`src/source/ooo_pkg.sv`:
```
package ooo_pkg;

  localparam int XLEN = 32;
  localparam int REG_COUNT = 16;
  localparam int REG_BITS = 4;
  localparam int STATION_SIZE = 8;
  localparam int INDEX_BITS = 3;
  localparam int TAG_BITS = 4;      // unit bit, then entry index.
  localparam int IMM_BITS = 16;
  localparam int MUL_LATENCY = 3;

  typedef enum logic [2:0] {
    OP_ADD,
    OP_SUB,
    OP_AND,
    OP_OR,
    OP_XOR,
    OP_ADDI,                        // imm replaces second operand.
    OP_MUL
  } op_e;

  typedef enum logic [0:0] {
    UNIT_ALU = 1'b0,
    UNIT_MUL = 1'b1
  } unit_e;

endpackage

```
`src/source/mul_unit.sv`:
```
`timescale 1ns/1ns

module mul_unit (
  input  logic                         global_bus,
  input  logic                         rst_n,
  input  logic                         exec_valid,
  input  ooo_pkg::op_e                 exec_op,
  input  logic [ooo_pkg::XLEN-1:0]     exec_a,
  input  logic [ooo_pkg::XLEN-1:0]     exec_b,
  input  logic [ooo_pkg::TAG_BITS-1:0] exec_tag,
  output logic                         cdb_valid,
  output logic [ooo_pkg::TAG_BITS-1:0] cdb_tag,
  output logic [ooo_pkg::XLEN-1:0]     cdb_value
);
  import ooo_pkg::*;

  logic [MUL_LATENCY-1:0] valid_q;
  logic [TAG_BITS-1:0]    tag_q [MUL_LATENCY];
  logic [XLEN-1:0]        part_lo_q;
  logic [XLEN-1:0]        part_hi_q;
  logic [XLEN-1:0]        prod_q [MUL_LATENCY-1];

  always_ff @(posedge global_bus or negedge rst_n) begin
    if (!rst_n) begin
      valid_q <= '0;
    end else begin
      valid_q <= {valid_q[MUL_LATENCY-2:0], exec_valid && exec_op == OP_MUL};
    end
  end

  always_ff @(posedge global_bus) begin
    tag_q[0]  <= exec_tag;
    part_lo_q <= exec_a * exec_b[XLEN/2-1:0];     // low half of b.
    part_hi_q <= exec_a * exec_b[XLEN-1:XLEN/2];  // high half, shifted later.
    prod_q[0] <= part_lo_q + (part_hi_q << (XLEN / 2));
    for (int s = 1; s < MUL_LATENCY; s++) begin
      tag_q[s] <= tag_q[s-1];
    end
    for (int s = 1; s < MUL_LATENCY - 1; s++) begin
      prod_q[s] <= prod_q[s-1];
    end
  end

  assign cdb_valid = valid_q[MUL_LATENCY-1];
  assign cdb_tag   = tag_q[MUL_LATENCY-1];
  assign cdb_value = prod_q[MUL_LATENCY-2];

endmodule

```
`config.mk`:
```
export PLATFORM = sky130hd
export DESIGN_NAME = mul_unit
export DESIGN_NICKNAME = d
export VERILOG_FILES = /design/src/source/ooo_pkg.sv /design/src/source/mul_unit.sv
export SDC_FILE = /design/constraint.sdc
export NUM_CORES = 1
export LEC_CHECK = 0
export ABC_AREA = 1
export BUFFER_PORTS_ARGS = -buffer_cell sky130_fd_sc_hd__buf_4
export CORE_MARGIN = 3
export CORE_UTILIZATION = 31
export CTS_CLUSTER_DIAMETER = 100
export DETAILED_ROUTE_END_ITERATION = 16
export HOLD_SLACK_MARGIN = 0.03
export PLACE_DENSITY_LB_ADDON = 0.08
export SLEW_MARGIN = 10
export SYNTH_ARGS = -nofsm -noshare
export SYNTH_HDL_FRONTEND = slang
export SYNTH_SLANG_ARGS = --single-unit
```
`constraint.sdc`:
```
create_clock -name global_bus -period 4.08 [get_ports global_bus]
set_input_delay 0.408 -clock global_bus [delete_from_list [all_inputs] [get_ports global_bus]]
set_output_delay 0.408 -clock global_bus [all_outputs]
set_load 0.01 [all_outputs]
```
==> flow_summary.toml <==
[outcome]
status = "complete, but fails checks"
violations = "setup timing"

[cts]
numCtsBuffers = 17
clkSinkCount = 127
cts.clk_slew.worst_paths_ns = 0.06
cts_tree = "built"
clk_latency_ns = 0.42
cts_max_level = 4
cts_max_path_buffers = 2
root_buffer = "clkbuf_16"

[detailed_routing]
drt_iter0_markers = 779
via_per_inst = 4.29
drc = 0
drt_wl_total_um = 59600
vias = 16035
drtAntennaViolNets = 0
post_drt_wl_per_cell_um = 15.9
dr.pass1.iters = 5

[grt]
grt_use_total_pct = 18.3
grt_pass1_wl_um = 96200
first_global_vias = 17580
grt_overflow = 0
antenna_found_initial = 0
grt_max_degree = 18

[sta]
worst_pin_slew_ns = 0.410
fmax_mhz = 196
finalSetupViolCount = 33
grt_setup_unrepaired = "yes"
hold_viol = 0
finalCritPeriodShare_pct = 125
clock-skew-final_ns = 0.00931
maxSlewHeadroom_pct = 72.7
drv_slew = 0
finalCriticalPeriod_ns = 5.11
finalWorstSetupSlack_ns = -1.03
fin_tns_setup_ns = -21.91

[layout]
nFillCells = 6320
multiInputGateArea_sq_um = 15600
ff_latch_area_sq_um = 2560
final_nets = 3469
syn_to_final_growth_pct = 34.9
fin_area_sq_um = 27000
drive_gt1_share_pct = 29.2
n_antenna_cell = 0

[logic_synthesis]
synth-main-ff-cell = "dfxtp_1"
synth.area.top_cells = "fa_1 39%, inv_1 14%, nand2_1 13%"
yosysTopAreaCell = "fa_1"
synth_area_per_cell_sq_um = 7.88
yosysUniqueCellTypes = 45
netlist.area_leader.share_pct = 38.5
synthArstFlopShare_pct = 2.36
yosysSeqAreaShare_pct = 12.8
synthCells = 2537
synth_edf_count = 0
synth_nets = 3125
ys_ff_latch = 127
netlist_area_sq_um = 20000
ys_warn_count = 0

[placement]
portBuffers = 110
place_area_sq_um = 24200
dp_slack_ns = -1.69
finalWeightedCongestion = 0.875
dp_hpwl_um = 50800

[floorplan]
die_w_um = 260
dieArea_sq_um = 67600
coreArea_sq_um = 63400
initial_utilization_pct = 31.5
io_pins = 111
rows = 92
fp.dieH_um = 260

[critical_path]
end_kind = "flip-flop"
required_ns = 4.40
worstSetupPathType = "in -> reg"
startpoint_type = "primary input"
critPathMaxFanout = 7
cp.arrival_ns = 5.43

[worst_hold_path]
hold_path_class = "in -> reg"

[job]
maxCapViolCount = 0
-- registers in the layout, indices dropped and copies added (netlist names) --
signal / count
part_lo_q: 32
valid_q: 3
tag_q: 12
part_hi_q: 16
prod_q: 64
-- worst max-delay path: stages --
cell      delay [ns]
buf_6           0.08
buf_12          0.14
buf_12          0.14
nand2_1         0.07
fa_1            0.48
inv_1           0.05
fa_1            0.46
fa_1            0.52
fa_1            0.54
fa_1            0.54
inv_2           0.04
fa_1            0.52
inv_2           0.05
ha_4            0.25
buf_6           0.12
a21oi_4         0.15
a21boi_4        0.20
buf_4           0.13
o21ai_2         0.07
nand2_2         0.09
nand3_4         0.08
nand2_2         0.08
nand2_2         0.06
xor2_1          0.15
-- final timing paths --
kind,cells after the start,end,startpoint,slack (ns)
min,1,tag_q[0][3],exec_tag[3],0.09
min reg2reg,0,prod_q[0][52],prod_q[0][20],0.32
max in group asynchronous,2,valid_q[2],rst_n,3.66
max reg2reg,9,prod_q[0][28],part_hi_q[0],2.32
max,24,part_lo_q[27],exec_b[12],-1.03
min in group asynchronous,2,valid_q[0],rst_n,0.32
-- cell usage in the layout, fill, tap and decap left out, types with 35 or more instances in the layout --
master   instances
fa_2            40
inv_1          651
buf_6           65
buf_12          37
nand2_2         52
dfxtp_1        124
fa_1           345
ha_1            89
inv_2           82
nand2_1        616
xor2_1          48
buf_4          335
nand3_1         49
ha_4            35
-- cells in the mapped netlist (2+ instances only) --
library cell  number
a21o_1             5
a21oi_1           60
a31oi_1            3
buf_1             13
buf_2             10
buf_4             44
buf_6              2
clkbuf_1          69
dfrtp_1            3
dfxtp_1          124
fa_1             385
ha_1             129
inv_1            733
inv_2              4
nand2_1          691
nand2_2           10
nand3_1           57
nand3_2            4
nand3b_1           3
nand4_1            9
nor2_1            38
nor3_1             8
nor3_2             3
o211ai_1           2
o21ai_0           20
o21ai_1            8
o21ai_2            3
o21bai_1           2
o31ai_1            4
xnor2_1           23
xor2_1            54
-- cell type report --
type	instances	area share [%]
multi-input cells	1535	57.7
repair buffers	463	16.5
inverters	737	10.3
flip-flops and latches	127	9.48
well taps	846	3.92
clock buffers	17	1.58
clock inverters	15	0.608
-- cell families (layout without fill, tap and decap cells) --
group | Yosys count | after routing | share of synthesized area (%)
and+or+nand+nor | 829 | 829 | 16.6
DFF | 127 | 127 | 12.8
xor gates and xnor gates | 77 | 77 | 3.37
AOI/OAI and AO/OA | 115 | 115 | 3.25
buffers and inverters | 875 | 1232 | 17.4
adders and majority gates | 514 | 514 | 46.6
-- per-layer routing --
metal	routed length, um	track usage (%)	up-vias
met4	1090	4.13	0
met2	29000	31.4	318
li1	-	-	7824
met1	27100	25.0	7840
met5	0	0	-
met3	2370	1.85	53
-- through the flow --
stage | instances | hold slack, ns | utilization (%)
4_1_cts | 3718 | 0.0587 | 41.5
2_1_floorplan | 2537 | 0.112 | -
5_1_grt | 3740 | 0.0676 | 42.5
3_3_place_gp | 3633 | 0.198 | 38.2
3_5_place_dp | 3633 | 0.200 | 38.2
6_report | 3740 | 0.0919 | 42.5
-- repair_timing --
action	CTS	global route
endpoints found under the setup margin	32	34
setup buffers	50	23
pin swaps	154	127
gates cloned	2	1
gates resized for setup	266	148
hold buffers	1	0
hold endpoints to repair	3	0
Power is left out: the tool's default activity adds up to more than one toggle a clock period on the data nets, which glitch-free logic cannot reach.
