## config.mk

```make
export PLATFORM = sky130hd
export DESIGN_NAME = register_status
export DESIGN_NICKNAME = d
export VERILOG_FILES = /design/src/source/ooo_pkg.sv /design/src/source/register_status.sv
export SDC_FILE = /design/constraint.sdc
export NUM_CORES = 2
export LEC_CHECK = 0
export BUFFER_PORTS_ARGS = -buffer_cell sky130_fd_sc_hd__buf_2
export CORE_ASPECT_RATIO = 0.75
export CORE_MARGIN = 4
export CORE_UTILIZATION = 40
export DETAILED_ROUTE_END_ITERATION = 10
export PLACE_DENSITY = 0.7
export SLEW_MARGIN = 40
export SYNTH_ARGS = -nofsm -noshare
export SYNTH_HDL_FRONTEND = slang
export SYNTH_SLANG_ARGS = --single-unit
export TNS_END_PERCENT = 1
```

## constraint.sdc

```tcl
create_clock -name global_bus -period 3.3 [get_ports global_bus]
set_clock_uncertainty 0.15 [all_clocks]
set_input_delay 0.33 -clock global_bus [delete_from_list [all_inputs] [get_ports global_bus]]
set_output_delay 0.33 -clock global_bus [all_outputs]
set_load 0.01 [all_outputs]
```

## src/source/ooo_pkg.sv

```systemverilog
package ooo_pkg;

  localparam int XLEN = 32;
  localparam int REG_COUNT = 16;
  localparam int REG_BITS = 4;
  localparam int STATION_SIZE = 8;
  localparam int INDEX_BITS = 3;
  localparam int TAG_BITS = 4;      // unit bit, then entry index.
  localparam int IMM_BITS = 16;
  localparam int MUL_LATENCY = 3;

  typedef enum logic [2:0] {
    OP_ADD,
    OP_SUB,
    OP_AND,
    OP_OR,
    OP_XOR,
    OP_ADDI,                        // imm replaces second operand.
    OP_MUL
  } op_e;

  typedef enum logic [0:0] {
    UNIT_ALU = 1'b0,
    UNIT_MUL = 1'b1
  } unit_e;

endpackage

```

## src/source/register_status.sv

```systemverilog
`timescale 1ns/1ns

module register_status (
  input  logic                                 global_bus,
  input  logic                                 rst_n,
  input  logic [ooo_pkg::REG_BITS-1:0]         rs1,
  input  logic [ooo_pkg::REG_BITS-1:0]         rs2,
  output logic [ooo_pkg::XLEN-1:0]             rs1_value,
  output logic [ooo_pkg::XLEN-1:0]             rs2_value,
  output logic                                 rs1_ready,
  output logic                                 rs2_ready,
  output logic [ooo_pkg::TAG_BITS-1:0]         rs1_tag,
  output logic [ooo_pkg::TAG_BITS-1:0]         rs2_tag,
  input  logic                                 rename,
  input  logic [ooo_pkg::REG_BITS-1:0]         rename_rd,
  input  logic [ooo_pkg::TAG_BITS-1:0]         rename_tag,
  input  logic [1:0]                           cdb_valid,
  input  logic [1:0][ooo_pkg::TAG_BITS-1:0]    cdb_tag,
  input  logic [1:0][ooo_pkg::XLEN-1:0]        cdb_value,
  input  logic [ooo_pkg::REG_BITS-1:0]         reg_read_addr,
  output logic [ooo_pkg::XLEN-1:0]             reg_read_data,
  output logic                                 any_busy
);
  import ooo_pkg::*;

  logic [XLEN-1:0]      value [REG_COUNT];
  logic [TAG_BITS-1:0]  producer [REG_COUNT];
  logic [REG_COUNT-1:0] busy;

  always_comb begin
    rs1_value = value[rs1];
    rs1_ready = !busy[rs1];
    rs1_tag   = producer[rs1];
    rs2_value = value[rs2];
    rs2_ready = !busy[rs2];
    rs2_tag   = producer[rs2];
    // result on a bus this cycle counts as ready.
    for (int k = 0; k < 2; k++) begin
      if (busy[rs1] && cdb_valid[k] && cdb_tag[k] == producer[rs1]) begin
        rs1_value = cdb_value[k];
        rs1_ready = 1'b1;
      end
      if (busy[rs2] && cdb_valid[k] && cdb_tag[k] == producer[rs2]) begin
        rs2_value = cdb_value[k];
        rs2_ready = 1'b1;
      end
    end
  end

  always_ff @(posedge global_bus or negedge rst_n) begin
    if (!rst_n) begin
      busy <= '0;
      for (int r = 0; r < REG_COUNT; r++) begin
        value[r]    <= '0;
        producer[r] <= '0;
      end
    end else begin
      for (int r = 0; r < REG_COUNT; r++) begin
        for (int k = 0; k < 2; k++) begin
          if (busy[r] && cdb_valid[k] && cdb_tag[k] == producer[r]) begin
            value[r] <= cdb_value[k];
            busy[r]  <= 1'b0;
          end
        end
      end
      if (rename) begin             // wins over a same-edge write-back.
        busy[rename_rd]     <= 1'b1;
        producer[rename_rd] <= rename_tag;
      end
    end
  end

  assign reg_read_data = value[reg_read_addr];
  assign any_busy = |busy;

endmodule

```

==> results.yml <==
status:
  status: "finished, violations left"
  violations: "negative setup slack"
grt:
  grt.total_usage_pct: 29.51
  antenna_found_initial: 11
  grt_pass1_vias: 35041
  overflow: 0
  grt_max_degree: 97
  grt_pass1_wl_um: 245400
placed_design:
  dp_hpwl_um: 103700
  io_buffer_count: 203
  place.gp.congestion: 0.9745
  pre_cts_ws_ns: -0.3568
synth:
  syn-num-nets: 3815
  synth_mux_area_share_pct: 44.42
  synth_top_family_by_area: "multiplexers"
  ys.flop_type: "dfrtp_1"
  yosysWarnings: 0
  synth_compound_area_share_pct: 7.739
  synth_fa_ha_area_share_pct: 0
  synth_xor_area_share_pct: 2.101
  ys_seq_area_share_pct: 34.50
  synth_cells: 3718
  synth.avg_cell_area_um2: 11.55
  synth_edf_count: 0
  yosys_register_bits: 592
  synth_area_um2: 42940
  ys_types: 48
  yosys.area_share.simple_pct: 6.620
  synthArstFlopShare_pct: 100.0
sta:
  slew_headroom_pct: 37.89
  rsz0062_at_grt: "true"
  finalHoldViolCount: 0
  slew_violations: 0
  setup_violations: 66
  fin_tns_setup_ns: -42.84
  finalCriticalPeriod_ns: 4.051
  hold_ws_ns: 0.01942
  timing.final.ws_setup_ns: -0.7511
  finalCritPeriodShare_pct: 122.8
  max_freq_mhz: 246.8
  tightest_slew_ns: 0.9316
detailed_routing:
  wirelength_um: 169600
  routed_via_density: 6.681
  vias: 35704
  drtIter0Drc: 5168
  drtPass1Iterations: 5
  wire_per_inst_um: 31.74
  drc_errors: 0
  postRouteAntennaNets: 0
cts:
  cts_buffers: 71
  cts_root_buffer: "clkbuf_16"
  htreeDepth: 3
  clk_pin_slew_ns: 0.06
  clockBufferDepth: 3
  cts_sinks: 592
  clock_latency_ns: 0.64
  cts_tree: "yes"
final_layout:
  final_common_cell: "dfrtp_1"
  drive_above_1_share_pct: 34.53
  final_core_util_pct: 47.74
  register_area_um2: 14820
  final_cell_mix: "587 x dfrtp_1, 564 x mux2i_1, 559 x nor2_1, 533 x a21oi_1, 517 x mux4_2"
  fin_nets: 3965
  nFillCells: 9248
  multiInputGateArea_um2: 26500
  area_delta_synth_final_pct: 17.76
floorplan:
  rows: 103
  die_w_um: 386.3
  dieArea_um2: 112700
  initial_core_util_pct: 40.54
  ios: 204
  fp.coreArea_um2: 105900
  die_h_um: 291.8
pwr:
  p_leak_nw: 23.93
  p_total_mw: 41.81
  ir_drop_v: 0.0003876
  swShare_pct: 37.01
  power_frac_clock_pct: 19.8
  power.internal_mw: 26.34
  cellPowerDensity_nw_per_um2: 826.8
  power_switching_mw: 15.47
  pwr-share-seq_pct: 34.7
  combPwrFrac_pct: 45.6
critical_path:
  crit_type: "register to output port"
  crit_path_end_kind: "output port"
  cp_max_fo: 6
  crit_arrival_ns: 3.57
  startpoint_type: "register"
  required_ns: 2.82
job:
  drv_cap: 0
hold_path:
  min_path_type: "primary input to register"
==> Yosys cell counts (2+ instances only) <==
library cell / instances / area (um^2)
a21oi_1: 550 / 2753
a221oi_1: 7 / 61.31
a222oi_1: 13 / 130.1
a311oi_1: 2 / 17.52
a31o_2: 10 / 87.58
and4bb_2: 2 / 25.02
buf_1: 117 / 439.2
buf_2: 43 / 215.2
buf_4: 7 / 52.55
buf_6: 7 / 78.83
clkbuf_1: 281 / 1055
clkinv_1: 2 / 7.510
dfrtp_1: 592 / 14810
inv_1: 32 / 120.1
mux2_2: 61 / 686.9
mux2_4: 58 / 870.8
mux2i_1: 573 / 5736
mux2i_4: 2 / 45.04
mux4_1: 7 / 183.9
mux4_2: 513 / 11550
nand2_1: 41 / 153.9
nand2b_1: 6 / 37.54
nand3_1: 17 / 85.08
nand3b_1: 5 / 37.54
nand4_1: 21 / 131.4
nor2_1: 564 / 2117
nor2b_1: 2 / 12.51
nor3_1: 26 / 130.1
nor4_1: 4 / 25.02
nor4b_1: 2 / 17.52
o211ai_1: 14 / 105.1
o21ai_0: 13 / 65.06
o22ai_1: 8 / 50.05
xnor2_1: 42 / 367.9
xor2_1: 61 / 534.3
==> registers in the layout (all words and copies together) (netlist names) <==
name / flops
producer: 64
busy: 16
value: 512
==> power groups by stage <==
stage               registers (mW)  clock network, mW  logic, mW
global placement              13.9                  0       17.5
global route                  14.9               8.57       20.1
floorplan                     13.2                  0       12.4
detailed placement            14.3                  0       17.9
CTS                           14.2               8.27       18.6
finish                        14.5               8.26       19.1
==> cell families after synthesis <==
kind of cell,after synthesis
compound gates,624
mux,1214
buf+inv,490
flops,592
simple gates,695
xor+xnor,103
==> path summary, 6_finish.rpt <==
path                          startpoint            to  slack (ns)  depth (start not counted)
hold / removal             cdb_value[37]    value[325]        0.02                          3
max in group asynchronous          rst_n    value[177]        1.81                          3
setup / recovery            producer[28]  rs2_value[3]       -0.75                         10
setup reg to reg            producer[24]    value[221]        0.55                          8
hold reg to reg             producer[43]  producer[43]        0.42                          1
min in group asynchronous          rst_n    value[365]        0.11                          2
==> critical path: stages, from the launching register on <==
cell and delay, ns:
dfrtp_2 0.44, mux4_2 0.55, xnor2_2 0.23, o2111ai_2 0.14, and4bb_2 0.35, nand4_4 0.12
buf_12 0.20, buf_12 0.16, mux2_4 0.31, mux2_4 0.29, buf_6 0.13
==> metrics by stage <==
stage,instance area [um^2],std cells
floorplan,42940,3718
global placement,47070,5170
detailed placement,47080,5170
CTS,50450,5341
global route,50560,5341
finish,50570,5344
==> per-layer routing <==
layer	global-route usage, %	share of wire (%)	up-vias
met1	38.24	36	17841
li1	-	-	14286
met4	18.47	7.4	10
met2	42.12	43	2828
met3	10.54	14	739
met5	0	0.15	-
==> area by class of cell <==
| class | count | share of cell area (%) |
|---|---|---|
| clock buffers | 99 | 4.100 |
| inverters | 34 | 0.2549 |
| flip-flops and latches | 592 | 29.31 |
| repair buffers | 533 | 9.759 |
| clock inverters | 30 | 0.6532 |
| well taps | 1417 | 3.506 |
| diodes | 3 | 0.01485 |
| multi-input cells | 2636 | 52.40 |
==> timing repair <==
action,4_1_cts,5_1_grt
endpoints found under the hold margin,161,0
pin swaps,7,10
hold buffers,14,0
resized for setup,112,27
gates cloned,7,0
endpoints found under the setup margin,66,66
setup buffers,22,0
Power figures use the tool's default switching activity.
