$ cat config.mk
export PLATFORM = sky130hd
export DESIGN_NAME = reservation_station
export DESIGN_NICKNAME = d
export VERILOG_FILES = /design/src/source/ooo_pkg.sv /design/src/source/reservation_station.sv
export SDC_FILE = /design/constraint.sdc
export NUM_CORES = 2
export LEC_CHECK = 0
export BUFFER_PORTS_ARGS = -buffer_cell sky130_fd_sc_hd__buf_2
export CAP_MARGIN = 40
export CELL_PAD_IN_SITES_DETAIL_PLACEMENT = 1
export CELL_PAD_IN_SITES_GLOBAL_PLACEMENT = 1
export CORE_MARGIN = 1
export CORE_UTILIZATION = 52
export CTS_BUF_LIST = sky130_fd_sc_hd__clkbuf_2 sky130_fd_sc_hd__clkbuf_4 sky130_fd_sc_hd__clkbuf_8
export CTS_CLUSTER_SIZE = 12
export DETAILED_ROUTE_END_ITERATION = 6
export PLACE_DENSITY = 0.89
export SYNTH_ARGS = -nofsm -noshare
export SYNTH_HDL_FRONTEND = slang
export SYNTH_SLANG_ARGS = --single-unit
$ cat constraint.sdc
create_clock -name global_bus -period 4.3 [get_ports global_bus]
set_input_delay 0.215 -clock global_bus [delete_from_list [all_inputs] [get_ports global_bus]]
set_output_delay 0.215 -clock global_bus [all_outputs]
set_load 0.01 [all_outputs]
$ cat src/source/ooo_pkg.sv
package ooo_pkg;

  localparam int XLEN = 32;
  localparam int REG_COUNT = 16;
  localparam int REG_BITS = 4;
  localparam int STATION_SIZE = 8;
  localparam int INDEX_BITS = 3;
  localparam int TAG_BITS = 4;      // unit bit, then entry index.
  localparam int IMM_BITS = 16;
  localparam int MUL_LATENCY = 3;

  typedef enum logic [2:0] {
    OP_ADD,
    OP_SUB,
    OP_AND,
    OP_OR,
    OP_XOR,
    OP_ADDI,                        // imm replaces second operand.
    OP_MUL
  } op_e;

  typedef enum logic [0:0] {
    UNIT_ALU = 1'b0,
    UNIT_MUL = 1'b1
  } unit_e;

endpackage

$ cat src/source/reservation_station.sv
`timescale 1ns/1ns

module reservation_station (
  input  logic                                 global_bus,
  input  logic                                 rst_n,
  input  ooo_pkg::unit_e                       station_id,
  input  logic                                 alloc,
  input  ooo_pkg::op_e                         alloc_op,
  input  logic [ooo_pkg::XLEN-1:0]             alloc_a,
  input  logic [ooo_pkg::XLEN-1:0]             alloc_b,
  input  logic                                 alloc_a_ready,
  input  logic                                 alloc_b_ready,
  input  logic [ooo_pkg::TAG_BITS-1:0]         alloc_a_tag,
  input  logic [ooo_pkg::TAG_BITS-1:0]         alloc_b_tag,
  output logic [ooo_pkg::INDEX_BITS-1:0]       free_index,
  output logic                                 credit_return,
  input  logic [1:0]                           cdb_valid,
  input  logic [1:0][ooo_pkg::TAG_BITS-1:0]    cdb_tag,
  input  logic [1:0][ooo_pkg::XLEN-1:0]        cdb_value,
  output logic                                 exec_valid,
  output ooo_pkg::op_e                         exec_op,
  output logic [ooo_pkg::XLEN-1:0]             exec_a,
  output logic [ooo_pkg::XLEN-1:0]             exec_b,
  output logic [ooo_pkg::TAG_BITS-1:0]         exec_tag
);
  import ooo_pkg::*;

  logic [STATION_SIZE-1:0] busy;
  logic [STATION_SIZE-1:0] issued;
  logic [STATION_SIZE-1:0] a_ready;
  logic [STATION_SIZE-1:0] b_ready;
  op_e                     op [STATION_SIZE];
  logic [XLEN-1:0]         a_value [STATION_SIZE];
  logic [XLEN-1:0]         b_value [STATION_SIZE];
  logic [TAG_BITS-1:0]     a_tag [STATION_SIZE];
  logic [TAG_BITS-1:0]     b_tag [STATION_SIZE];
  logic [INDEX_BITS-1:0]   pick;
  logic                    pick_valid;
  logic                    release_entry;
  logic [INDEX_BITS-1:0]   done_index;

  // An entry stays held until its own result is broadcast,
  // so its tag never names two instructions in flight.
  assign release_entry = cdb_valid[station_id];
  assign done_index    = cdb_tag[station_id][INDEX_BITS-1:0];

  always_comb begin
    free_index = '0;
    pick       = '0;
    pick_valid = 1'b0;
    for (int e = STATION_SIZE - 1; e >= 0; e--) begin   // lowest index wins.
      if (!busy[e]) begin
        free_index = INDEX_BITS'(e);
      end
      if (busy[e] && !issued[e] && a_ready[e] && b_ready[e]) begin
        pick       = INDEX_BITS'(e);
        pick_valid = 1'b1;
      end
    end
  end

  always_ff @(posedge global_bus or negedge rst_n) begin
    if (!rst_n) begin
      busy          <= '0;
      issued        <= '0;
      a_ready       <= '0;
      b_ready       <= '0;
      exec_valid    <= 1'b0;
      credit_return <= 1'b0;
    end else begin
      exec_valid    <= pick_valid;
      credit_return <= release_entry;
      for (int e = 0; e < STATION_SIZE; e++) begin
        for (int k = 0; k < 2; k++) begin
          if (busy[e] && !a_ready[e] && cdb_valid[k] && cdb_tag[k] == a_tag[e]) begin
            a_ready[e] <= 1'b1;
          end
          if (busy[e] && !b_ready[e] && cdb_valid[k] && cdb_tag[k] == b_tag[e]) begin
            b_ready[e] <= 1'b1;
          end
        end
      end
      if (pick_valid) begin
        issued[pick] <= 1'b1;
      end
      if (release_entry) begin
        busy[done_index]   <= 1'b0;
        issued[done_index] <= 1'b0;
      end
      if (alloc) begin
        busy[free_index]    <= 1'b1;
        a_ready[free_index] <= alloc_a_ready;
        b_ready[free_index] <= alloc_b_ready;
      end
    end
  end

  always_ff @(posedge global_bus) begin
    for (int e = 0; e < STATION_SIZE; e++) begin
      for (int k = 0; k < 2; k++) begin
        if (busy[e] && !a_ready[e] && cdb_valid[k] && cdb_tag[k] == a_tag[e]) begin
          a_value[e] <= cdb_value[k];
        end
        if (busy[e] && !b_ready[e] && cdb_valid[k] && cdb_tag[k] == b_tag[e]) begin
          b_value[e] <= cdb_value[k];
        end
      end
    end
    if (alloc) begin
      op[free_index]      <= alloc_op;
      a_value[free_index] <= alloc_a;
      b_value[free_index] <= alloc_b;
      a_tag[free_index]   <= alloc_a_tag;
      b_tag[free_index]   <= alloc_b_tag;
    end
    if (pick_valid) begin
      exec_op  <= op[pick];
      exec_a   <= a_value[pick];
      exec_b   <= b_value[pick];
      exec_tag <= {station_id, pick};
    end
  end

endmodule

==> results_dict.tcl <==
set metrics [dict create \
    critPathLaunch "busy[1]" \
    drtIter0Drc 4580 \
    hold_viol 0 \
    setup_viol 0 \
    slew_headroom_pct 33.4 \
    gp_congestion 0.885 \
    htreeDepth 3 \
    synth_nets 3331 \
    fmax_ghz 0.279 \
    synth.distinct_cells 50 \
    reg2reg_from "busy[1]" \
    min_to "a_value[5][15]" \
    p_per_area_nw_per_um2 654 \
    r2r_cells 6 \
    cts_root_buf "clkbuf_8" \
    drt-total-wl_um 161000 \
    initial_utilization_pct 52.8 \
    cts_tree "done" \
    syn_area_per_cell_um2 12.4 \
    maxSlewViolCount 0 \
    tns_ps 0 \
    synth_area_leaders "edfxtp_1 (51%), mux2_2 (14%), mux2i_1 (10%)" \
    antenna_found_initial 17 \
    boundaryPins 231 \
    wl_per_cell_um 35.9 \
    worstPathArrival_ps 3970 \
    yosysMostFrequentCell "edfxtp_1" \
    start_kind "register" \
    crit_path_max_incr_delay_ps 700 \
    drive_gt1_share_pct 29.6 \
    reg2reg_slack_ps 720 \
    fin_nets 3576 \
    p_leak_nw 17.7 \
    grt_use_total_pct 41.1 \
    hp-start "cdb_value[47]" \
    cp_max_fo 19 \
    cp_num_buf_inv 1 \
    r2r-end "a_value[7][9]" \
    skew_ps 52.5 \
    die_w_um 278 \
    io_buffers 230 \
    ir_drop_v 0.000874 \
    combPwrFrac_pct 42.2 \
    netlist_area_um2 39500 \
    areaGrowthSynthToFinish_pct 13.7 \
    grt_pass1_wl_um 234000 \
    min_period_ps 3580 \
    cts_made_buffers 117 \
    p_sw_mw 12.0 \
    hpwl_um 84300 \
    synth-edff-count 671 \
    worst-setup-path-type "register to register" \
    ys_ff_latch 705 \
    firstDrtPassIters 6 \
    slowest_stage "dfrtp_1" \
    synth_cells 3176 \
    async_reset_ff_share_pct 4.82 \
    status "completed" \
    design_area_um2 44900 \
    hp-class "input pin to register" \
    placementRows 100 \
    nFillCells 7429 \
    drc 0 \
    postCtsSetupBuffers 0 \
    power_switching_share_pct 40.9 \
    crit_cells 6 \
    clk_pin_slew_ps 70 \
    cts_max_path_buffers 3 \
    p_seq_share_pct 36.6 \
    cp_top_family "simple AND/OR/NAND/NOR gates" \
    synth_ff_type "edfxtp_1" \
    grt_max_degree 113 \
    grt_pass1_vias 34500 \
    whs_path_depth 3 \
    maxCapViolations 0 \
    ys_top_cells_by_count "edfxtp_1 (671), mux2_2 (487), mux2i_1 (395)" \
    insertion_delay_ps 800 \
    viasPerCell 7.11 \
    synth.top_cell.area_share_pct 51.0 \
    p_int_mw 17.3 \
    clkPwrFrac_pct 21.1 \
    core_area_um2 74800 \
    route.vias.total 32000 \
    rsz0062_at_grt "false" \
    worstPathCellList "nand2_2, nor3_1, nand2b_1, a211oi_4, or2_2, buf_4" \
    worst_ep_required_time_ps 4690 \
    clkSinkCount 705 \
    yosys.area.top_type "edfxtp_1" \
    synth.yosys.seq_area_share_pct 53.2 \
    die_h_um 278 \
    fin_crit_sh_pct 83.3 \
    dpl_cell_area_um2 41700 \
    gr-total-overflow 0 \
    cp-end-kind "register" \
    tightest_slew_ps 1000 \
    ant_nets 0 \
    ys_warn_count 0 \
    die_area_um2 77100 \
]
-- metal layers --
layer | up-vias | GRT usage, % | share of wire (%)
met2 | 2875 | 64.2 | 46
met5 | - | 0 | 0.043
li1 | 12400 | - | -
met4 | 10 | 30.3 | 7.8
met1 | 15800 | 49.4 | 34
met3 | 901 | 10.3 | 12
-- state kept, by name, summed over array words and instances, names as in the netlist --
name / cells
a_ready: 8
a_tag: 32
a_value: 256
b_ready: 8
b_tag: 32
b_value: 256
busy: 8
credit_return: 1
exec_a: 32
exec_b: 32
exec_op: 3
exec_tag: 4
exec_valid: 1
issued: 8
op: 24
-- stage by stage --
step	utilization (%)	hold WS [ps]	power, mW	setup WS, ps	cells
after floorplan	-	-80.6	17.6	525	3176
after global placement	55.5	335	21.2	1200	4179
final	60.0	32.2	29.4	717	4496
after detailed placement	55.8	336	22.0	1000	4188
after CTS	59.9	0.318	28.4	856	4483
after global routing	60.0	56.1	29.8	712	4494
-- worst register-to-register path: cells and delay by family, from the launching register on --
kind / cells / cell delay [ps]
compound gates: 1 / 400
flops: 1 / 700
simple gates: 4 / 1540
buf+inv: 1 / 550
-- cells in the final DEF, fill, tap and decap left out, types with 68 or more instances in the layout --
| cell type | count |
|---|---|
| mux2i_1 | 395 |
| buf_4 | 72 |
| mux2_1 | 98 |
| mux2_2 | 487 |
| nor2_1 | 79 |
| o211ai_1 | 68 |
| buf_2 | 232 |
| clkbuf_8 | 126 |
| a21oi_1 | 84 |
| nand2_1 | 353 |
| edfxtp_1 | 671 |
| o21ai_0 | 247 |
| dlygate4sd3_1 | 82 |
| xnor2_1 | 75 |
-- cell type report --
class,instances,area (µm²),area share (%)
Tap cell,969,1210,2.70
Timing Repair Buffer,411,3070,6.83
Inverter,11,46.3,0.103
Clock inverter,50,274,0.610
Multi-Input combinational cell,2175,17300,38.4
Sequential cell,705,21000,46.8
Antenna cell,12,30.0,0.0669
Clock buffer,163,2010,4.48
-- worst max path at each step --
stage	slack [ps]	end
after floorplan	520	a_value[6][0]
after global placement	1200	exec_b[19]
after detailed placement	1000	exec_a[16]
after CTS	860	exec_b[19]
after global routing	710	exec_b[19]
final	720	a_value[7][9]
-- power groups by stage --
stage          clock (mW)  sequential, mW  combinational [mW]
2_1_floorplan           0            10.7                6.89
6_report             6.21            10.8                12.4
4_1_cts              6.04            10.7                11.7
5_1_grt              6.40            10.8                12.6
3_5_place_dp            0            10.8                11.3
3_3_place_gp            0            10.7                10.6
-- what timing repair did --
action,CTS,global route
setup endpoints to repair,0,0
resized for setup,0,0
hold endpoints to repair,650,0
hold buffers,82,0
-- cell families after synthesis --
| logic type | count (synthesis) | share of synthesized area [%] |
|---|---|---|
| AOI/OAI and AO/OA | 518 | 7.81 |
| DFF | 705 | 53.2 |
| muxes | 980 | 26.7 |
| xor gates and xnor gates | 128 | 2.84 |
| buffers and inverters | 296 | 3.60 |
| and+or+nand+nor | 549 | 5.88 |
Power figures use the tool's default switching activity.
