## config.mk

```make
export PLATFORM = sky130hd
export DESIGN_NAME = issue_unit
export DESIGN_NICKNAME = d
export VERILOG_FILES = /design/src/source/ooo_pkg.sv /design/src/source/issue_unit.sv
export SDC_FILE = /design/constraint.sdc
export NUM_CORES = 1
export LEC_CHECK = 0
export ABC_AREA = 1
export BUFFER_PORTS_ARGS = -buffer_cell sky130_fd_sc_hd__buf_2
export CORE_AREA = 2 2 82 84
export CTS_CLUSTER_SIZE = 30
export DETAILED_ROUTE_END_ITERATION = 8
export DIE_AREA = 0 0 84 86
export SYNTH_ARGS = -nofsm -noshare
export SYNTH_HDL_FRONTEND = slang
export SYNTH_SLANG_ARGS = --single-unit
```

## constraint.sdc

```tcl
create_clock -name global_bus -period 5 [get_ports global_bus]
set_clock_uncertainty 0.2 [all_clocks]
set_input_delay 0.25 -clock global_bus [delete_from_list [all_inputs] [get_ports global_bus]]
set_output_delay 0.25 -clock global_bus [all_outputs]
set_load 0.02 [all_outputs]
```

## src/source/ooo_pkg.sv

```systemverilog
package ooo_pkg;

  localparam int XLEN = 32;
  localparam int REG_COUNT = 16;
  localparam int REG_BITS = 4;
  localparam int STATION_SIZE = 8;
  localparam int INDEX_BITS = 3;
  localparam int TAG_BITS = 4;      // unit bit, then entry index.
  localparam int IMM_BITS = 16;
  localparam int MUL_LATENCY = 3;

  typedef enum logic [2:0] {
    OP_ADD,
    OP_SUB,
    OP_AND,
    OP_OR,
    OP_XOR,
    OP_ADDI,                        // imm replaces second operand.
    OP_MUL
  } op_e;

  typedef enum logic [0:0] {
    UNIT_ALU = 1'b0,
    UNIT_MUL = 1'b1
  } unit_e;

endpackage

```

## src/source/issue_unit.sv

```systemverilog
`timescale 1ns/1ns

module issue_unit (
  input  logic                                 global_bus,
  input  logic                                 rst_n,
  input  logic                                 instr_valid,
  input  ooo_pkg::op_e                         instr_op,
  input  logic [ooo_pkg::REG_BITS-1:0]         instr_rd,
  input  logic [ooo_pkg::REG_BITS-1:0]         instr_rs1,
  input  logic [ooo_pkg::REG_BITS-1:0]         instr_rs2,
  input  logic [ooo_pkg::IMM_BITS-1:0]         instr_imm,
  output logic                                 instr_ready,
  output logic                                 idle,
  input  logic                                 any_busy,
  output logic [ooo_pkg::REG_BITS-1:0]         rs1,
  output logic [ooo_pkg::REG_BITS-1:0]         rs2,
  input  logic [ooo_pkg::XLEN-1:0]             rs1_value,
  input  logic [ooo_pkg::XLEN-1:0]             rs2_value,
  input  logic                                 rs1_ready,
  input  logic                                 rs2_ready,
  input  logic [ooo_pkg::TAG_BITS-1:0]         rs1_tag,
  input  logic [ooo_pkg::TAG_BITS-1:0]         rs2_tag,
  output logic                                 rename,
  output logic [ooo_pkg::REG_BITS-1:0]         rename_rd,
  output logic [ooo_pkg::TAG_BITS-1:0]         rename_tag,
  input  logic [1:0][ooo_pkg::INDEX_BITS-1:0]  free_index,
  input  logic [1:0]                           credit_return,
  output logic [1:0]                           alloc,
  output ooo_pkg::op_e                         alloc_op,
  output logic [ooo_pkg::XLEN-1:0]             alloc_a,
  output logic [ooo_pkg::XLEN-1:0]             alloc_b,
  output logic                                 alloc_a_ready,
  output logic                                 alloc_b_ready,
  output logic [ooo_pkg::TAG_BITS-1:0]         alloc_a_tag,
  output logic [ooo_pkg::TAG_BITS-1:0]         alloc_b_tag
);
  import ooo_pkg::*;

  function automatic unit_e unit_of(input op_e op);
    return (op == OP_MUL) ? UNIT_MUL : UNIT_ALU;
  endfunction

  logic [1:0][INDEX_BITS:0] credits;
  unit_e target;
  logic accept;
  logic is_imm;

  assign target = unit_of(instr_op);
  assign instr_ready = credits[target] != '0;
  assign accept = instr_valid && instr_ready;
  assign is_imm = instr_op == OP_ADDI;
  assign idle = credits[0] == STATION_SIZE && credits[1] == STATION_SIZE && !any_busy;

  assign alloc[UNIT_ALU] = accept && target == UNIT_ALU;
  assign alloc[UNIT_MUL] = accept && target == UNIT_MUL;

  always_ff @(posedge global_bus or negedge rst_n) begin
    if (!rst_n) begin
      for (int k = 0; k < 2; k++) begin
        credits[k] <= (INDEX_BITS + 1)'(STATION_SIZE);
      end
    end else begin
      for (int k = 0; k < 2; k++) begin
        credits[k] <= credits[k] + (INDEX_BITS + 1)'(credit_return[k])
                                 - (INDEX_BITS + 1)'(alloc[k]);
      end
    end
  end

  assign rs1 = instr_rs1;
  assign rs2 = instr_rs2;

  assign rename     = accept;
  assign rename_rd  = instr_rd;
  assign rename_tag = {target, free_index[target]};   // station, then entry.

  assign alloc_op      = instr_op;
  assign alloc_a       = rs1_value;
  assign alloc_a_ready = rs1_ready;
  assign alloc_a_tag   = rs1_tag;
  assign alloc_b       = is_imm ? {{(XLEN - IMM_BITS){instr_imm[IMM_BITS-1]}}, instr_imm}
                                : rs2_value;
  assign alloc_b_ready = is_imm || rs2_ready;
  assign alloc_b_tag   = is_imm ? '0 : rs2_tag;

endmodule

```

==> flow_summary.yaml, run 1 <==
clock_network:
  cts_max_path_buffers: 2
  post-cts-setup-buffers: 0
  cts_tree: "yes"
  clk_latency_ps: 220
  cts.sinks: 8
  htreeDepth: 1
  numCtsBuffers: 3
  clk_pin_slew_ps: 40
  cts_resized: 0
  root_buffer: "clkbuf_8"
finish:
  layout_common_cells: "buf_2 (116), nand2_1 (101), inv_1 (22)"
  final_util_pct: 27.0
  largest_reg_flops: 8
  top_register: "credits"
  layout_commonest_cell: "buf_2"
  diodes: 0
  drive_above_1_share_pct: 43.4
  final_nets: 421
  area_delta_synth_final_pct: 21.5
  largestRegisters: "credits: 8 flops"
die:
  ios: 215
  core_um2: 6280
  start_util_pct: 22.2
  die_h_um: 86
  rows: 29
  dieArea_um2: 7220
  fp.dieW_um: 84
setup_path:
  r2r_slack_ps: 2790
  arrival_ps: 2120
  r2r_cells: 10
  crit_fanout: 4
  start_kind: "flip-flop"
  worstPathRequired_ps: 4910
  cp_cell_sequence: "nor2_1 > nand2_1 > nand2_1 > nor2_1 > ha_1 > inv_1 > ha_1 > inv_1 > fa_1 > xnor2_1"
  cpMaxStageDelayCell: "dfrtp_1"
  cp-end-kind: "flip-flop"
  r2r_start: "credits[1]"
  critical_path_class: "flip-flop to flip-flop"
  critPathMaxStageDelay_ps: 420
  worstReg2RegEnd: "credits[2]"
global_route:
  antenna_found_initial: 0
  busiest_layer: "met2"
  grt.total_usage_pct: 11.8
  overflow: 0
  globalRouteMet2Util_pct: 21.1
  grt_pass1_vias: 1462
  use_met3_pct: 4.72
  grt_pass1_wl_mm: 6.96
  grt_start_max_net_pins: 33
  grtUsageMet1_pct: 12.4
logic_synthesis:
  synth_cells: 229
  synth_area_leaders: "buf_4 (28%), nand2_1 (27%), dfrtp_1 (11%)"
  synth_fp_nets: 358
  ys_warn_count: 0
  syn_area_um2: 1400
  synthDistinctLibCells: 18
  ys_ff_latch: 8
  yosysTopAreaCell: "buf_4"
  synth_top_area_share_pct: 28.5
  ys_seq_area_share_pct: 14.5
  avgSynthCellArea_um2: 6.10
power_and_ir_drop:
  p_seq_share_pct: 24.0
  power_mw: 0.563
  vdd_drop_max_uv: 173
  p_clk_share_pct: 13.8
  p_switching_mw: 0.253
  p_comb_share_pct: 62.1
  leakagePower_nw: 1.15
  p_int_mw: 0.310
  powerDensity_nw_per_um2: 332
  sw_frac_of_total_pct: 45.0
drt:
  avgRoutedWirePerCell_um: 12.3
  via_per_inst: 4.02
  dr.pass1.iters: 4
  route.detailed.drc: 0
  ant_nets: 0
  vias: 1477
  initialDrtViolationCount: 15
  drt_wl_total_mm: 4.52
worst_hold_path:
  holdPathEnd: "credits[4]"
  hold_class: "input port to flip-flop"
  hold_depth: 2
  hp-start: "credit_return[1]"
timing:
  drv_slew: 0
  rsz0062_at_grt: "no"
  setup_viol_count_final: 0
  worstMarginPinSlew_ps: 580
  finalSetupTns_ps: 0
  slew_headroom_pct: 61.3
  fmax_mhz: 452
  holdWs_ps: 50.6
  hold_violations: 0
  final.period_utilization_pct: 44.2
  period_needed_ps: 2210
placed_design:
  portBuffers: 116
  dpl.hpwl_mm: 3.83
  gp_congestion: 0.827
status:
  status: "finished, final reports clean"
run:
  cap_violations: 0
critical path, delay by kind of cell (launching register included):
family	cells	cell delay, ps
flops	1	420
fa+ha+maj	3	810
xor+xnor	1	130
simple gates	4	410
buf+inv	2	110
routing by layer:
metal / wire, um / part of all wire [%] / vias to the layer above
met5: 0 / 0 / -
li1: - / - / 750
met2: 2170 / 48 / 87
met4: 168 / 3.7 / 0
met3: 483 / 11 / 20
met1: 1700 / 38 / 620
layout make-up:
type	instances	area (um^2)
Sequential cell	8	203
Timing Repair Buffer	117	591
Multi-Input combinational cell	139	679
Inverter	23	86.3
Tap cell	77	96.3
Fill cell	709	4580
Clock buffer	3	41.3
stage by stage:
| stage | area, um^2 | std cells | setup WS, ps |
|---|---|---|---|
| after floorplan | 1400 | 229 | 2660 |
| after global placement | 1650 | 363 | 2730 |
| after detailed placement | 1650 | 363 | 2690 |
| after CTS | 1700 | 367 | 2770 |
| after global routing | 1700 | 367 | 2570 |
| final | 1700 | 367 | 2790 |
cells in the mapped netlist:
library cell,count
a21oi_1,3
buf_2,6
buf_4,53
dfrtp_1,6
dfstp_2,2
fa_1,2
ha_1,10
inv_1,22
inv_2,1
nand2_1,101
nand2_2,1
nand3_1,5
nand4_1,1
nor2_1,11
nor2_2,1
nor2_4,1
or2_2,1
xnor2_1,2
how the worst max path moves through the flow:
| stage | from | to | cells after the start |
|---|---|---|---|
| after global routing | credits[1] | credits[2] | 10 |
| after CTS | credits[1] | credits[2] | 10 |
| after detailed placement | instr_op[1] | credits[5] | 11 |
| after floorplan | credits[3] | credits[2] | 10 |
| final | credits[1] | credits[2] | 10 |
| after global placement | instr_op[1] | credits[6] | 11 |
power groups by stage:
stage	clock [mW]	combinational (mW)	sequential, mW
floorplan	0	0.312	0.130
global placement	0	0.342	0.135
detailed placement	0	0.353	0.137
CTS	0.0777	0.357	0.136
global route	0.0798	0.419	0.141
finish	0.0778	0.350	0.135
cell families (layout without fill, tap and decap cells):
logic type	after synthesis	count (layout)	share of synthesized area, %
compound gates	3	3	1.07
xor+xnor	2	2	1.25
buf+inv	82	143	36.8
flops	8	8	14.5
fa+ha+maj	12	12	11.8
simple gates	122	122	34.5
repair_timing:
item,in CTS,in global routing
hold buffers,1,0
hold endpoints to repair,8,0
setup endpoints to repair,0,0
Power figures use the tool's default switching activity.
==> inputs of run 2 (changes only) <==
Settings changed: CORE_AREA 2 2 82 84 to 2 2 83 85, DIE_AREA 0 0 84 86 to 0 0 85 87.
Clock period 5 ns to 2.23 ns, I/O delays scaled along.
==> run 2 against run 1 <==
Against the previous run: clock power up 130%; via count up 2.2%; combinational power rose to 2.6 times the previous value; global-route usage down 0.56 points; maximum frequency up 3.6%; wire length down 2.8%; clock-buffer cell count unchanged; worst setup slack worse by 2700 ps.
==> flow_summary.yaml, run 2 (same netlist as run 1, synthesis figures left out) <==
status:
  status: "finished, final reports clean"
setup_path:
  critical_path_class: "flip-flop to flip-flop"
  start_kind: "flip-flop"
  critPathMaxStageDelay_ps: 530
  arrival_ps: 2060
  crit_fanout: 3
  cpMaxStageDelayCell: "dfstp_2"
  r2r_cells: 10
  critPathTopFamily: "adder cells"
  worstPathRequired_ps: 2160
  cp_cell_sequence: "nor2_2 > nand2_1 > nand2_2 > nor2_4 > ha_4 > inv_4 > ha_4 > inv_2 > fa_2 > inv_2"
  r2r_start: "credits[3]"
  crit_start: "credits[3]"
  cp-end-kind: "flip-flop"
  cp.depth: 10
  crit_buf_inv: 3
clock_network:
  clk_latency_ps: 230
  cts.sinks: 8
  htreeDepth: 1
  root_buffer: "clkbuf_8"
  numCtsBuffers: 3
  clk_pin_slew_ps: 40
  cts_max_path_buffers: 2
  cts_tree: "yes"
drt:
  avgRoutedWirePerCell_um: 11.6
  vias: 1510
  initialDrtViolationCount: 34
  drt_wl_total_mm: 4.39
  route.detailed.drc: 0
  via_per_inst: 4.01
  ant_nets: 0
  dr.pass1.iters: 4
placed_design:
  detailed_place.area_um2: 1680
  gp_congestion: 0.853
  dpl.hpwl_mm: 3.83
  portBuffers: 116
finish:
  area_delta_synth_final_pct: 28.9
  largestRegisters: "credits: 8 flops"
  drive_above_1_share_pct: 47.6
  layout_common_cells: "buf_2 (116), nand2_1 (99), inv_1 (19)"
  seqCellArea_um2: 203
  multiInputGateArea_um2: 724
  fin_area_um2: 1800
  largest_reg_flops: 8
  final_nets: 427
  filler_cell_count: 755
  layout_commonest_cell: "buf_2"
  top_register: "credits"
timing:
  worstMarginPinSlew_ps: 477
  hold_violations: 0
  holdWs_ps: 23.0
  fmax_mhz: 469
  slew_headroom_pct: 68.2
  final.period_utilization_pct: 95.7
  setup_viol_count_final: 0
  drv_slew: 0
  rsz0062_at_grt: "yes"
  period_needed_ps: 2130
power_and_ir_drop:
  power_mw: 1.38
  powerDensity_nw_per_um2: 765
  leakagePower_nw: 1.18
  vdd_drop_max_uv: 438
die:
  die_h_um: 87
  core_um2: 6570
  ios: 215
  dieArea_um2: 7400
  fp.dieW_um: 85
  rows: 30
  start_util_pct: 21.3
global_route:
  grt_start_max_net_pins: 33
  grt_pass1_vias: 1451
  grt.total_usage_pct: 11.3
  overflow: 0
  antenna_found_initial: 1
  grt_pass1_wl_mm: 6.67
worst_hold_path:
  hold_depth: 0
  hp-start: "rs1_value[26]"
  hold_class: "input port to primary output"
run:
  cap_violations: 0
-- run 2: changes by cell type in the layout (fill, tap and decap cells not counted), moves of 2 or more --
cell           change
buf_4              +4
nand2_1            -2
inv_2              +2
dlygate4sd3_1      +2
ha_4               +2
nand2_2            +2
inv_1              -3
ha_1               -2
nor2_2             +2
nor2_1             -3
-- run 2: per-layer routing --
metal | part of all wire (%) | track usage [%] | routed length, um | vias to the layer above
li1 | - | - | - | 763
met1 | 36 | 11.8 | 1570 | 622
met2 | 46 | 18.8 | 2020 | 101
met3 | 14 | 5.88 | 631 | 24
met4 | 3.9 | 5.34 | 173 | 0
met5 | 0 | 0 | 0 | -
-- run 2: worst paths after layout --
path / to / slack, ps
worst min register to register: credits[5] / 490
min in group asynchronous: credits[4] / 50
worst min-delay path: alloc_a[26] / 20
max in group asynchronous: credits[3] / 1540
worst max-delay path: credits[1] / 100
worst max register to register: credits[1] / 100
-- run 2: what timing repair did --
item | in CTS | in global routing
resized for setup | 0 | 12
setup buffers | 0 | 1
endpoints found under the setup margin | 0 | 3
hold buffers | 3 | 0
endpoints found under the hold margin | 10 | 0
-- run 2: report_power, final --
part           switching (mW)  internal [mW]
Clock                  0.0601          0.117
Combinational           0.506          0.404
Sequential             0.0439          0.247
Total                   0.610          0.768
-- run 2: worst register-to-register path: stages, from the launching register on --
cell and delay, ps:
dfstp_2 530, nor2_2 40, nand2_1 70, nand2_2 80
nor2_4 140, ha_4 210, inv_4 50, ha_4 130
inv_2 30, fa_2 520, inv_2 30
-- run 2: final cells by class --
cell class                 instances  share of cell area (%)
antenna                            1                   0.139
clock buffer                       3                    2.29
inverter                          23                    4.93
multi-input combinational        139                    40.2
sequential                         8                    11.3
tap                               80                    5.56
timing repair buffer             123                    35.6
-- run 2: stage by stage --
step / util, % / setup slack [ps] / TNS, ps / cells
6_report: 27.4 / 95.8 / 0 / 377
5_1_grt: 27.4 / -25.6 / -25.6 / 376
4_1_cts: 26.6 / 58.7 / 0 / 375
3_5_place_dp: 25.5 / 66.5 / 0 / 369
3_3_place_gp: 25.5 / 135 / 0 / 369
2_1_floorplan: - / 7.92 / 0 / 229
